### src/source/cache_consts.svh
`ifndef CACHE_CONSTS_SVH
`define CACHE_CONSTS_SVH

// Word address splits into tag, set index and word offset
`define CACHE_ADR_W      24
`define CACHE_DATA_W     32
`define CACHE_TAG_W      16
`define CACHE_IDX_W      6    // 64 sets
`define CACHE_OFS_W      2    // 4 words per line

`define CACHE_QDEPTH_LOG 2    // 4 queued requests

`endif

### src/source/cache_pkg.sv
`include "cache_consts.svh"

package cache_pkg;

  typedef struct packed {
    logic                     we;
    logic [`CACHE_ADR_W-1:0]  adr;
    logic [`CACHE_DATA_W-1:0] wdata;
    logic [3:0]               sel;
  } cache_req_t;

  typedef struct packed {
    logic                           valid;
    logic                           dirty;  // One bit for the whole line
    logic                           lru;    // Set on the way to evict next
    logic [`CACHE_TAG_W-1:0]        tag;
    logic [3:0][`CACHE_DATA_W-1:0]  data;
  } cache_line_t;

  typedef enum logic [2:0] {
    CMD_NONE,
    CMD_LOAD,
    CMD_APPLY_HIT,
    CMD_SET_TAG,
    CMD_FILL_WORD,
    CMD_CLEAR_VALID
  } ctrl_cmd_e;

  typedef enum logic [1:0] {
    STAT_ACCESS = 2'd0,
    STAT_FILL   = 2'd1,
    STAT_WB     = 2'd2
  } stat_sel_e;

endpackage

### src/source/host_port.sv
`timescale 1ns/10ps
`include "cache_consts.svh"

module host_port import cache_pkg::*; (
  input  logic                     clk_i,
  input  logic                     rst_i,
  input  logic                     ready_en_i,
  input  logic                     host_valid_i,
  input  logic                     host_we_i,
  input  logic                     host_stat_i,
  input  logic [`CACHE_ADR_W-1:0]  host_adr_i,
  input  logic [`CACHE_DATA_W-1:0] host_wdata_i,
  input  logic [3:0]               host_sel_i,
  output logic                     host_ready_o,
  output logic                     rsp_valid_o,
  output logic [`CACHE_DATA_W-1:0] rsp_rdata_o,
  output logic                     push_o,
  output cache_req_t               push_data_o,
  input  logic                     full_i,
  input  logic                     empty_i,
  input  logic                     ctrl_idle_i,
  input  logic                     done_i,
  input  logic                     done_read_i,
  input  logic [`CACHE_DATA_W-1:0] done_word_i,
  input  logic                     ev_access_i,
  input  logic                     ev_fill_i,
  input  logic                     ev_wb_i
);

  typedef enum logic [1:0] {H_IDLE, H_READ, H_STAT} host_state_e;

  host_state_e              state;
  logic                     accept;
  logic                     read_done;
  logic [`CACHE_DATA_W-1:0] stat_word;
  logic [`CACHE_DATA_W-1:0] cnt_access;
  logic [`CACHE_DATA_W-1:0] cnt_fill;
  logic [`CACHE_DATA_W-1:0] cnt_wb;

  // Stats only once the cache has drained
  always_comb
  begin
    host_ready_o = 1'b0;
    if (ready_en_i && state == H_IDLE)
      host_ready_o = host_stat_i ? (empty_i && ctrl_idle_i) : !full_i;
  end

  assign accept    = host_valid_i && host_ready_o;
  assign read_done = (state == H_READ) && done_i && done_read_i;

  assign push_o            = accept && !host_stat_i;
  assign push_data_o.we    = host_we_i;
  assign push_data_o.adr   = host_adr_i;
  assign push_data_o.wdata = host_wdata_i;
  assign push_data_o.sel   = host_sel_i;

  always_comb
  begin
    case (stat_sel_e'(host_adr_i[1:0]))
      STAT_ACCESS: stat_word = cnt_access;
      STAT_FILL:   stat_word = cnt_fill;
      STAT_WB:     stat_word = cnt_wb;
      default:     stat_word = '0;
    endcase
  end

  always_ff @(posedge clk_i or posedge rst_i)
  begin
    if (rst_i)
    begin
      state       <= H_IDLE;
      rsp_valid_o <= 1'b0;
    end
    else
    begin
      rsp_valid_o <= 1'b0;
      case (state)
        H_IDLE:
        begin
          if (accept && host_stat_i)
          begin
            state       <= H_STAT;
            rsp_valid_o <= 1'b1;
          end
          else if (accept && !host_we_i)
            state <= H_READ;          // Block until the data returns
        end
        H_READ:
        begin
          if (read_done)
          begin
            state       <= H_IDLE;
            rsp_valid_o <= 1'b1;
          end
        end
        default:
          state <= H_IDLE;
      endcase
    end
  end

  always_ff @(posedge clk_i)
  begin
    if (accept && host_stat_i)
      rsp_rdata_o <= stat_word;
    else if (read_done)
      rsp_rdata_o <= done_word_i;
  end

  always_ff @(posedge clk_i or posedge rst_i)
  begin
    if (rst_i)
    begin
      cnt_access <= '0;
      cnt_fill   <= '0;
      cnt_wb     <= '0;
    end
    else
    begin
      cnt_access <= cnt_access + ev_access_i;
      cnt_fill   <= cnt_fill + ev_fill_i;
      cnt_wb     <= cnt_wb + ev_wb_i;
    end
  end

endmodule

### config.mk
export PLATFORM = sky130hd
export DESIGN_NAME = host_port
export DESIGN_NICKNAME = d
export VERILOG_FILES = /design/src/source/cache_pkg.sv /design/src/source/host_port.sv
export VERILOG_INCLUDE_DIRS = /design/src /design/src/source
export SDC_FILE = /design/constraint.sdc
export NUM_CORES = 1
export LEC_CHECK = 0
export ABC_AREA = 1
export ABC_CLOCK_PERIOD_IN_PS = 3400
export BUFFER_PORTS_ARGS = -buffer_cell sky130_fd_sc_hd__buf_4
export CAP_MARGIN = 10
export CORE_MARGIN = 3
export CORE_UTILIZATION = 55
export CTS_BUF_LIST = sky130_fd_sc_hd__clkbuf_8
export CTS_CLUSTER_SIZE = 28
export DETAILED_ROUTE_END_ITERATION = 6
export PLACE_DENSITY = 0.83
export SYNTH_ARGS = -nofsm -noshare
export SYNTH_HDL_FRONTEND = slang
export SYNTH_SLANG_ARGS = --single-unit
### constraint.sdc
create_clock -name clk_i -period 3.4 [get_ports clk_i]
set_input_delay 0.17 -clock clk_i [delete_from_list [all_inputs] [get_ports clk_i]]
set_output_delay 0.17 -clock clk_i [all_outputs]
set_load 0.02 [all_outputs]
==> results.cfg, run 1 <==
[status]
status = complete, no violations

[critical_path]
cp_top_family = simple AND/OR/NAND/NOR gates
crit_slowest_cell = nand2_2
criticalPathCategory = reg -> reg
endpoint_kind = register
required_ns = 3.52
crit_path_max_incr_delay_ns = 0.43
critPathMaxFanout = 34
worstPathCellList = nor2_1 > nand2_1 > nor3_2 > nand2_2 > nand2_1 > buf_4
arrival_ns = 2.52
crit_buf_inv = 1
crit_top_cell = nand2_1
cp-start-kind = register

[clock_network]
post-cts-setup-buffers = 0
clk_latency_ns = 0.46
cts_tree = done
cts.clk_slew.worst_paths_ns = 0.09
clk_path_buf_depth = 2
cts.sink_count = 131
cts_made_buffers = 17
cts-root-buf = clkbuf_8
htreeDepth = 4

[sta]
post-route-period-util_pct = 70.63
hold_viol_final = 0
setup_violations = 0
fin_skew_ns = 0.01400
drv_slew = 0
min_period_ns = 2.401
setup_tns_ns = 0
tightest_slew_ns = 0.9783
fmax_ghz = 0.4164
slew-limit-headroom_pct = 34.78
rsz0062_at_grt = false
hold-worst-slack_ns = 0.04480

[die]
fp.coreArea_sq_mm = 0.01345
num_io_pins = 202
start_util_pct = 57.26
die_area_sq_mm = 0.01546
fp-row-count = 42
dieHeight_um = 124.4
die_w_um = 124.4

[power]
p_per_area_mw_per_mm2 = 445.4
ir_worst_vdd_mv = 0.1865
p_int_mw = 2.659
totalPowerFinal_mw = 3.917
p_sw_mw = 1.258
combinationalPowerShare_pct = 16.2
switching_share_pct = 32.11
power.share.clock_pct = 33.5
seqPwrFrac_pct = 50.3
p_leak_nw = 3.999

[synthesis]
yosys.area.top_type = dfrtp_1
synthTopCellsByArea = dfrtp_1 32%, nand2_1 23%, edfxtp_1 12%
yosys_warnings = 0
synth_nets = 1135
ys_types = 26
synth_area_sq_mm = 0.007704
synth_seq_cells = 131
yosysMostFrequentCell = nand2_1
synth_cells = 1023
synth_top_area_share_pct = 32.16
synth_common_cells = 472 x nand2_1, 142 x nor2_1, 99 x dfrtp_1
ys_seq_area_share_pct = 44.63
synth-edff-count = 32
synth-async-reset-ratio_pct = 75.57
ys.flop_type = dfrtp_1
syn_area_per_cell_sq_um = 7.530

[drt]
first_pass_iters = 5
postRouteAntennaNets = 0
via_per_inst = 5.323
dr_total_vias = 6819
wl_per_cell_um = 16.69
drtIter0Drc = 753
routed_wl_um = 21370
drcViolationCount = 0

[grt]
grt_pass1_wl_um = 33750
overflow = 0
antenna_found_initial = 0
grt_use_total_pct = 27.68
grt_pass1_vias = 6572
grt_max_degree = 79

[placement]
hpwl_um = 15720
port_buffers = 85
gp_congestion = 0.9909
dp.cells = 1213

[finish]
area_growth_pct = 14.15
final_cells = 1281
finalNetCount = 1204
fillerInstances = 1099
antennaDiodeCount = 0
drive_gt1_share_pct = 14.03
register_area_sq_mm = 0.003438
multiInputGateArea_sq_mm = 0.003591

[run]
maxCapViolCount = 0

[min_path]
hold_class = in -> reg
## worst reg2reg max path, cell delays in order (launching register included)
cell and delay [ns]:
dfrtp_1 0.41, nor2_1 0.20, nand2_1 0.18, nor3_2 0.30, nand2_2 0.43, nand2_1 0.18
buf_4 0.37
## sequential cells by signal, indices dropped and copies added (netlist names)
register	flops
state	2
cnt_wb	32
cnt_fill	32
cnt_access	32
rsp_rdata_o	32
rsp_valid_o	1
## area by class of cell
cell class	instances	share of cell area, %
tap	176	2.504
sequential	131	39.10
clock buffer	18	2.817
timing repair buffer	126	11.84
clock inverter	14	1.594
inverter	30	1.309
multi-input combinational	786	40.84
## final timing paths
kind / slack [ns] / depth (start not counted) / end / start
setup / recovery: 1.0 / 6 / rsp_rdata_o[31] / state[0]
hold / removal: 0.04 / 3 / rsp_rdata_o[7] / done_word_i[7]
setup reg to reg: 1.0 / 6 / rsp_rdata_o[31] / state[0]
hold reg to reg: 0.51 / 2 / cnt_fill[31] / cnt_fill[31]
max in group asynchronous: 2.01 / 4 / cnt_fill[10] / rst_i
min in group asynchronous: 0.51 / 3 / cnt_access[29] / rst_i
## cell families (layout without fill, tap and decap cells)
logic type,Yosys count,count (layout),synth area share [%]
simple gates,732,732,40.13
flops,131,131,44.63
buf+inv,106,188,8.852
xor+xnor,47,47,5.343
fa+ha+maj,6,6,0.9745
compound gates,1,1,0.06490
## metal layers
metal	track usage, %	vias to the layer above	wire length (um)	share of wire [%]
li1	-	3294	-	-
met1	36.96	3123	8889	42
met2	43.61	344	9951	47
met3	5.660	58	1851	8.7
met4	12.70	0	682	3.2
met5	0	-	0	0
## cell usage in the layout, fill, tap and decap left out, drive strengths merged, types with 2 or more instances in the layout
| cell | count |
|---|---|
| xor2 | 30 |
| nand3 | 46 |
| xnor2 | 17 |
| clkbuf | 18 |
| buf | 91 |
| ha | 6 |
| nand3b | 39 |
| and3 | 2 |
| edfxtp | 32 |
| nor2 | 154 |
| nand2 | 485 |
| inv | 37 |
| nand4 | 5 |
| dfrtp | 99 |
| dlygate4sd3 | 35 |
| clkinvlp | 5 |
## power by group through the flow
stage,clock (mW),combinational [mW],sequential (mW)
5_1_grt,1.40,0.697,1.98
3_5_place_dp,0,0.585,1.99
4_1_cts,1.32,0.622,1.96
6_report,1.31,0.633,1.97
3_3_place_gp,0,0.565,1.99
2_1_floorplan,0,0.445,1.99
## timing repair
| action | in CTS | in global routing |
|---|---|---|
| hold buffers | 35 | 0 |
| gates resized for setup | 0 | 0 |
| hold endpoints to repair | 111 | 0 |
## through the flow
stage	utilization (%)	cell area (sq um)	setup WS (ns)
2_1_floorplan	-	7704	0.6396
3_3_place_gp	59.77	8040	1.301
3_5_place_dp	59.77	8040	1.253
4_1_cts	65.25	8778	1.223
5_1_grt	65.36	8793	0.8454
6_report	65.36	8793	0.9987
(Power assumes the default switching activity.)
==> inputs of run 2 (changes only) <==
Settings changed: ABC_CLOCK_PERIOD_IN_PS 3400 to 1950, CORE_UTILIZATION 55 to 50, PLACE_DENSITY 0.83 to 0.79.
Clock period 3.4 ns to 1.95 ns, I/O delays scaled along.
==> run 2 against run 1 <==
Utilization fell by 4.6 points; combinational power rose by 82%; total power rose by 82%; setup slack got worse by 0.91 ns; clock-buffer cell count fell by 1; largest power group unchanged; critical path type unchanged.
==> results.cfg, run 2 (synthesis gave the netlist of run 1 again) <==
[status]
status = complete, no violations

[grt]
met3_usage_pct = 4.912
grt_use_total_pct = 25.84
grt_busiest_layer = met2
grt_pass1_wl_um = 33350
antenna_found_initial = 0
grt_use_met1_pct = 34.15
grt_max_degree = 39
grt_pass1_vias = 6558
overflow = 0
grtUsageMet2_pct = 42.25

[die]
die_w_um = 130.1
num_io_pins = 202
fp-row-count = 44
dieHeight_um = 130.1
start_util_pct = 52.02
die_area_sq_mm = 0.01693
fp.coreArea_sq_mm = 0.01481

[sta]
fin_skew_ns = 0.01374
rsz0062_at_grt = false
setup_slack_ns = 0.08900
min_period_ns = 1.861
slew-limit-headroom_pct = 71.11
post-route-period-util_pct = 95.44
hold_viol_final = 0
fmax_ghz = 0.5373
drv_slew = 0
tightest_slew_ns = 0.4325
setup_tns_ns = 0
hold-worst-slack_ns = 0.02177
setup_violations = 0

[critical_path]
ff2ff_path_depth = 6
cp-endpoint = rsp_rdata_o[31]
criticalPathCategory = reg -> reg
endpoint_kind = register
critPathLaunch = state[0]
arrival_ns = 2.03
r2r_slack_ns = 0.09
r2r-end = rsp_rdata_o[31]
required_ns = 2.12
r2r_start = state[0]
cp-start-kind = register
critPathMaxFanout = 32

[power]
seqPwrFrac_pct = 47.9
p_int_mw = 4.997
ir_worst_vdd_mv = 0.4393
p_leak_nw = 4.092
power.share.clock_pct = 35.9
p_sw_mw = 2.130
p_per_area_mw_per_mm2 = 792.1
switching_share_pct = 29.89
totalPowerFinal_mw = 7.127
combinationalPowerShare_pct = 16.1

[placement]
port_buffers = 85
hpwl_um = 16320
gp_congestion = 0.9930
pre_cts_slack_ns = 0.1551

[drt]
wl_per_cell_um = 16.69
drtIter0Drc = 511
via_per_inst = 5.281
postRouteAntennaNets = 0
drcViolationCount = 0
dr_total_vias = 6844
first_pass_iters = 5
routed_wl_um = 21630

[clock_network]
cts.clk_slew.worst_paths_ns = 0.09
clk_path_buf_depth = 2
cts-root-buf = clkbuf_8
cts.sink_count = 131
cts_made_buffers = 17
clk_latency_ns = 0.47
htreeDepth = 4
cts_tree = done

[finish]
finalNetCount = 1211
drive_gt1_share_pct = 14.48
multiInputGateArea_sq_mm = 0.003606
area_growth_pct = 16.81
layout_commonest_cell = nand2_1
layout_common_cells = 471 x nand2_1, 139 x nor2_1, 99 x dfrtp_1
fillerInstances = 1282
register_area_sq_mm = 0.003438
final_core_util_pct = 60.76
antennaDiodeCount = 0

[min_path]
worstHoldPathCells = 3
hold_class = in -> reg

[run]
maxCapViolCount = 0
-- run 2: cell types whose count changed in the layout (fill, tap and decap cells not counted), moves of 2 or more --
cell           previous run  this run
bufinv_16                 1         4
clkinvlp_4                5         3
clkinv_4                  1         3
buf_12                    0         6
dlygate4sd3_1            35        38
inv_6                     6         4
-- run 2: critical path: stages, from the launching register on --
cell     delay (ns)
dfrtp_1        0.39
nor2_1         0.20
nand2_1        0.16
nor3_2         0.32
nand2_4        0.16
nand2_2        0.11
buf_12         0.21
-- run 2: layout make-up --
| cell class | instances | share of cell area [%] |
|---|---|---|
| tap | 184 | 2.558 |
| inverter | 30 | 1.293 |
| multi-input combinational | 786 | 40.07 |
| clock buffer | 17 | 2.600 |
| sequential | 131 | 38.21 |
| clock inverter | 15 | 2.280 |
| timing repair buffer | 133 | 12.99 |
-- run 2: metrics by stage --
step	cell area, sq um	std cells
after global placement	8167	1226
after floorplan	7710	1023
after detailed placement	8167	1226
final	8999	1296
after CTS	8976	1295
after global routing	8999	1296
-- run 2: worst min-delay path by stage --
stage                startpoint  slack, ns            end
finish                   done_i       0.02    rsp_valid_o
global route             done_i      0.003    rsp_valid_o
CTS                 host_stat_i      0.006       state[0]
detailed placement        rst_i       0.14  cnt_access[2]
global placement          rst_i       0.13  cnt_access[2]
floorplan           ev_access_i       0.23  cnt_access[0]
-- run 2: timing repair --
| action | in CTS | in global routing |
|---|---|---|
| buffers inserted | 0 | 0 |
| resized for setup | 0 | 3 |
| endpoints found under the setup margin | 0 | 45 |
| hold buffers | 37 | 1 |
| endpoints found under the hold margin | 78 | 1 |
-- run 2: power by group through the flow --
| stage | logic (mW) | registers (mW) | clock network [mW] |
|---|---|---|---|
| 4_1_cts | 1.14 | 3.40 | 2.59 |
| 6_report | 1.15 | 3.42 | 2.56 |
| 2_1_floorplan | 0.777 | 3.46 | 0 |
| 5_1_grt | 1.26 | 3.45 | 2.70 |
| 3_3_place_gp | 1.04 | 3.44 | 0 |
| 3_5_place_dp | 1.07 | 3.46 | 0 |
-- run 2: metal layers --
layer | routed length [um] | share of wire, %
met2 | 10000 | 46
met5 | 0 | 0
met4 | 643 | 3.0
met3 | 1741 | 8.0
met1 | 9242 | 43
==> inputs of run 3 (changes only) <==
Settings changed: ABC_AREA 1 to 0, CORE_MARGIN 3 to 1.5, CORE_UTILIZATION 50 to 49, PLACE_DENSITY 0.79 to default, PLACE_DENSITY_LB_ADDON from default to 0.1.
==> run 3 against run 2 <==
Total power decreased by 10%; critical path depth is the same; global-route usage fell by 3.3 points; sequential cell count stayed put; sequential power fell by 3%; utilization down 0.23 points; sequential share of layout area up 4.2 points; non-clock buffer count increased by 11; combinational power down 25%; cell count down 29%; clock-buffer cell count rose by 4; cell area down 9.9%.
==> results.cfg, run 3 <==
[sta]
fin_skew_ns = 0.01377
setup_tns_ns = 0
hold_viol_final = 0
setup_violations = 0
min_period_ns = 1.783
rsz0062_at_grt = false
tightest_slew_ns = 0.5676
drv_slew = 0
slew-limit-headroom_pct = 62.16
fmax_ghz = 0.5608
post-route-period-util_pct = 91.45

[die]
fp.coreArea_sq_mm = 0.01340
num_io_pins = 202
fp-row-count = 42
start_util_pct = 50.90
die_area_sq_mm = 0.01464
dieHeight_um = 121.0
die_w_um = 121.0

[critical_path]
worstPathCellList = ha_2 > ha_1 > inv_1 > or4_4 > nor4_4 > xor2_1
crit_path_max_incr_delay_ns = 0.53
criticalPathCategory = reg -> reg
required_ns = 2.31
crit_buf_inv = 1
cp-start-kind = register
critPathMaxFanout = 10
crit_slowest_cell = or4_4
endpoint_kind = register
cp_top_family = simple AND/OR/NAND/NOR gates
arrival_ns = 2.15

[grt]
grt_use_total_pct = 22.54
grt_pass1_wl_um = 25120
grt_max_degree = 100
overflow = 0
grt_pass1_vias = 4781
antenna_found_initial = 0

[clock_network]
cts_tree = done
clk_latency_ns = 0.44
htreeDepth = 4
clk_path_buf_depth = 2
cts-root-buf = clkbuf_8
cts_made_buffers = 17
cts.clk_slew.worst_paths_ns = 0.07
cts.sink_count = 131

[finish]
layout_common_cells = 102 x buf_4, 99 x dfrtp_1, 70 x xnor2_1
drive_gt1_share_pct = 20.83
final_cells = 920
final_core_util_pct = 60.53
fillerInstances = 1128
register_area_sq_mm = 0.003438
multiInputGateArea_sq_mm = 0.002811
finalNetCount = 843
area_growth_pct = 18.93
layout_commonest_cell = buf_4
antennaDiodeCount = 0

[synthesis]
yosys.area.top_type = dfrtp_1
syn_area_per_cell_sq_um = 10.46
synth_seq_cells = 131
yosys_warnings = 0
synth_nets = 764
synth_common_cells = 99 x dfrtp_1, 70 x xnor2_1, 62 x nand2_1
synth-async-reset-ratio_pct = 75.57
synthTopCellsByArea = dfrtp_1 36%, edfxtp_1 14%, xnor2_1 9.0%
yosysMostFrequentCell = dfrtp_1
synth_cells = 652
synth_top_area_share_pct = 36.32
ys.flop_type = dfrtp_1
ys_types = 33
ys_seq_area_share_pct = 50.41
synth_area_sq_mm = 0.006820
synth-edff-count = 32

[run]
maxCapViolCount = 0

[min_path]
hold_class = in -> reg

[power]
p_leak_nw = 3.577
seqPwrFrac_pct = 51.5
p_sw_mw = 1.709
p_per_area_mw_per_mm2 = 790.7
ir_worst_vdd_mv = 0.4755
combinationalPowerShare_pct = 13.4
power.share.clock_pct = 35.0
switching_share_pct = 26.64
p_int_mw = 4.705

[drt]
drcViolationCount = 0
drtIter0Drc = 410
postRouteAntennaNets = 0
wl_per_cell_um = 16.85
routed_wl_um = 15500
via_per_inst = 5.233
first_pass_iters = 5
dr_total_vias = 4814

[placement]
hpwl_um = 11080
dp.cells = 850
gp_congestion = 0.8094
port_buffers = 85

[status]
status = complete, no violations
-- run 3: cell types whose count changed in the layout (fill, tap and decap cells not counted), moves of 32 or more --
cell | before | now
a21oi_1 | 0 | 33
mux2i_1 | 0 | 32
nand2_1 | 471 | 62
nand3b_1 | 39 | 0
nor2_1 | 139 | 44
o21ai_0 | 1 | 34
xnor2_1 | 17 | 70
-- run 3: metal layers --
metal / global-route usage, % / up-vias / wire (um)
met1: 31.47 / 2239 / 7173
met3: 5.075 / 45 / 975
met4: 10.51 / 0 / 473
met2: 33.45 / 167 / 6877
met5: 0 / - / 0
li1: - / 2363 / -
-- run 3: power by group through the flow --
stage                     clock network, mW  registers, mW  logic [mW]
final                                  2.25           3.31       0.862
after global routing                   2.43           3.34       0.966
after CTS                              2.30           3.30       0.868
after detailed placement                  0           3.36       0.801
after global placement                    0           3.34       0.777
after floorplan                           0           3.33       0.659
-- run 3: path summary, 6_finish.rpt --
check | start | to | slack (ns) | depth (start not counted)
max | cnt_access[0] | cnt_access[28] | 0.17 | 6
min | done_i | rsp_valid_o | 0.05 | 3
max reg2reg | cnt_access[0] | cnt_access[28] | 0.17 | 6
min reg2reg | state[1] | state[0] | 0.47 | 1
max in group asynchronous | rst_i | cnt_access[27] | 1.15 | 4
min in group asynchronous | rst_i | cnt_fill[3] | 0.34 | 4
-- run 3: logic make-up after synthesis --
group | synth area share (%)
compound gates | 4.990
flops | 50.41
fa+ha+maj | 1.101
xor+xnor | 11.56
buf+inv | 8.641
mux | 4.696
simple gates | 18.60
-- run 3: layout make-up --
type / instances / area share [%]
clock buffer: 21 / 3.563
clock inverter: 11 / 1.203
inverter: 9 / 0.4627
multi-input combinational: 428 / 34.66
sequential: 131 / 42.39
tap: 176 / 2.715
timing repair buffer: 144 / 15.01
-- run 3: repair_timing --
action | 4_1_cts | 5_1_grt
hold buffers | 38 | 0
endpoints found under the setup margin | 0 | 34
setup buffers | 0 | 0
hold endpoints to repair | 135 | 0
resized for setup | 0 | 3
-- run 3: worst reg2reg max path: stages (launching register included) --
cell and delay [ns]:
dfrtp_1 0.36, ha_2 0.19, ha_1 0.16, inv_1 0.05
or4_4 0.53, nor4_4 0.25, xor2_1 0.16
-- run 3: per-stage QoR --
step / total power [mW] / hold slack, ns / area, sq um / setup slack [ns]
2_1_floorplan: 3.987 / 0.2341 / 6835 / 0.003989
3_3_place_gp: 4.120 / 0.1951 / 7336 / 0.07819
3_5_place_dp: 4.157 / 0.1951 / 7336 / 0.01374
4_1_cts: 6.472 / 0.02895 / 8103 / 0.003408
5_1_grt: 6.745 / 0.08376 / 8112 / 0.02339
6_report: 6.414 / 0.05402 / 8112 / 0.1667
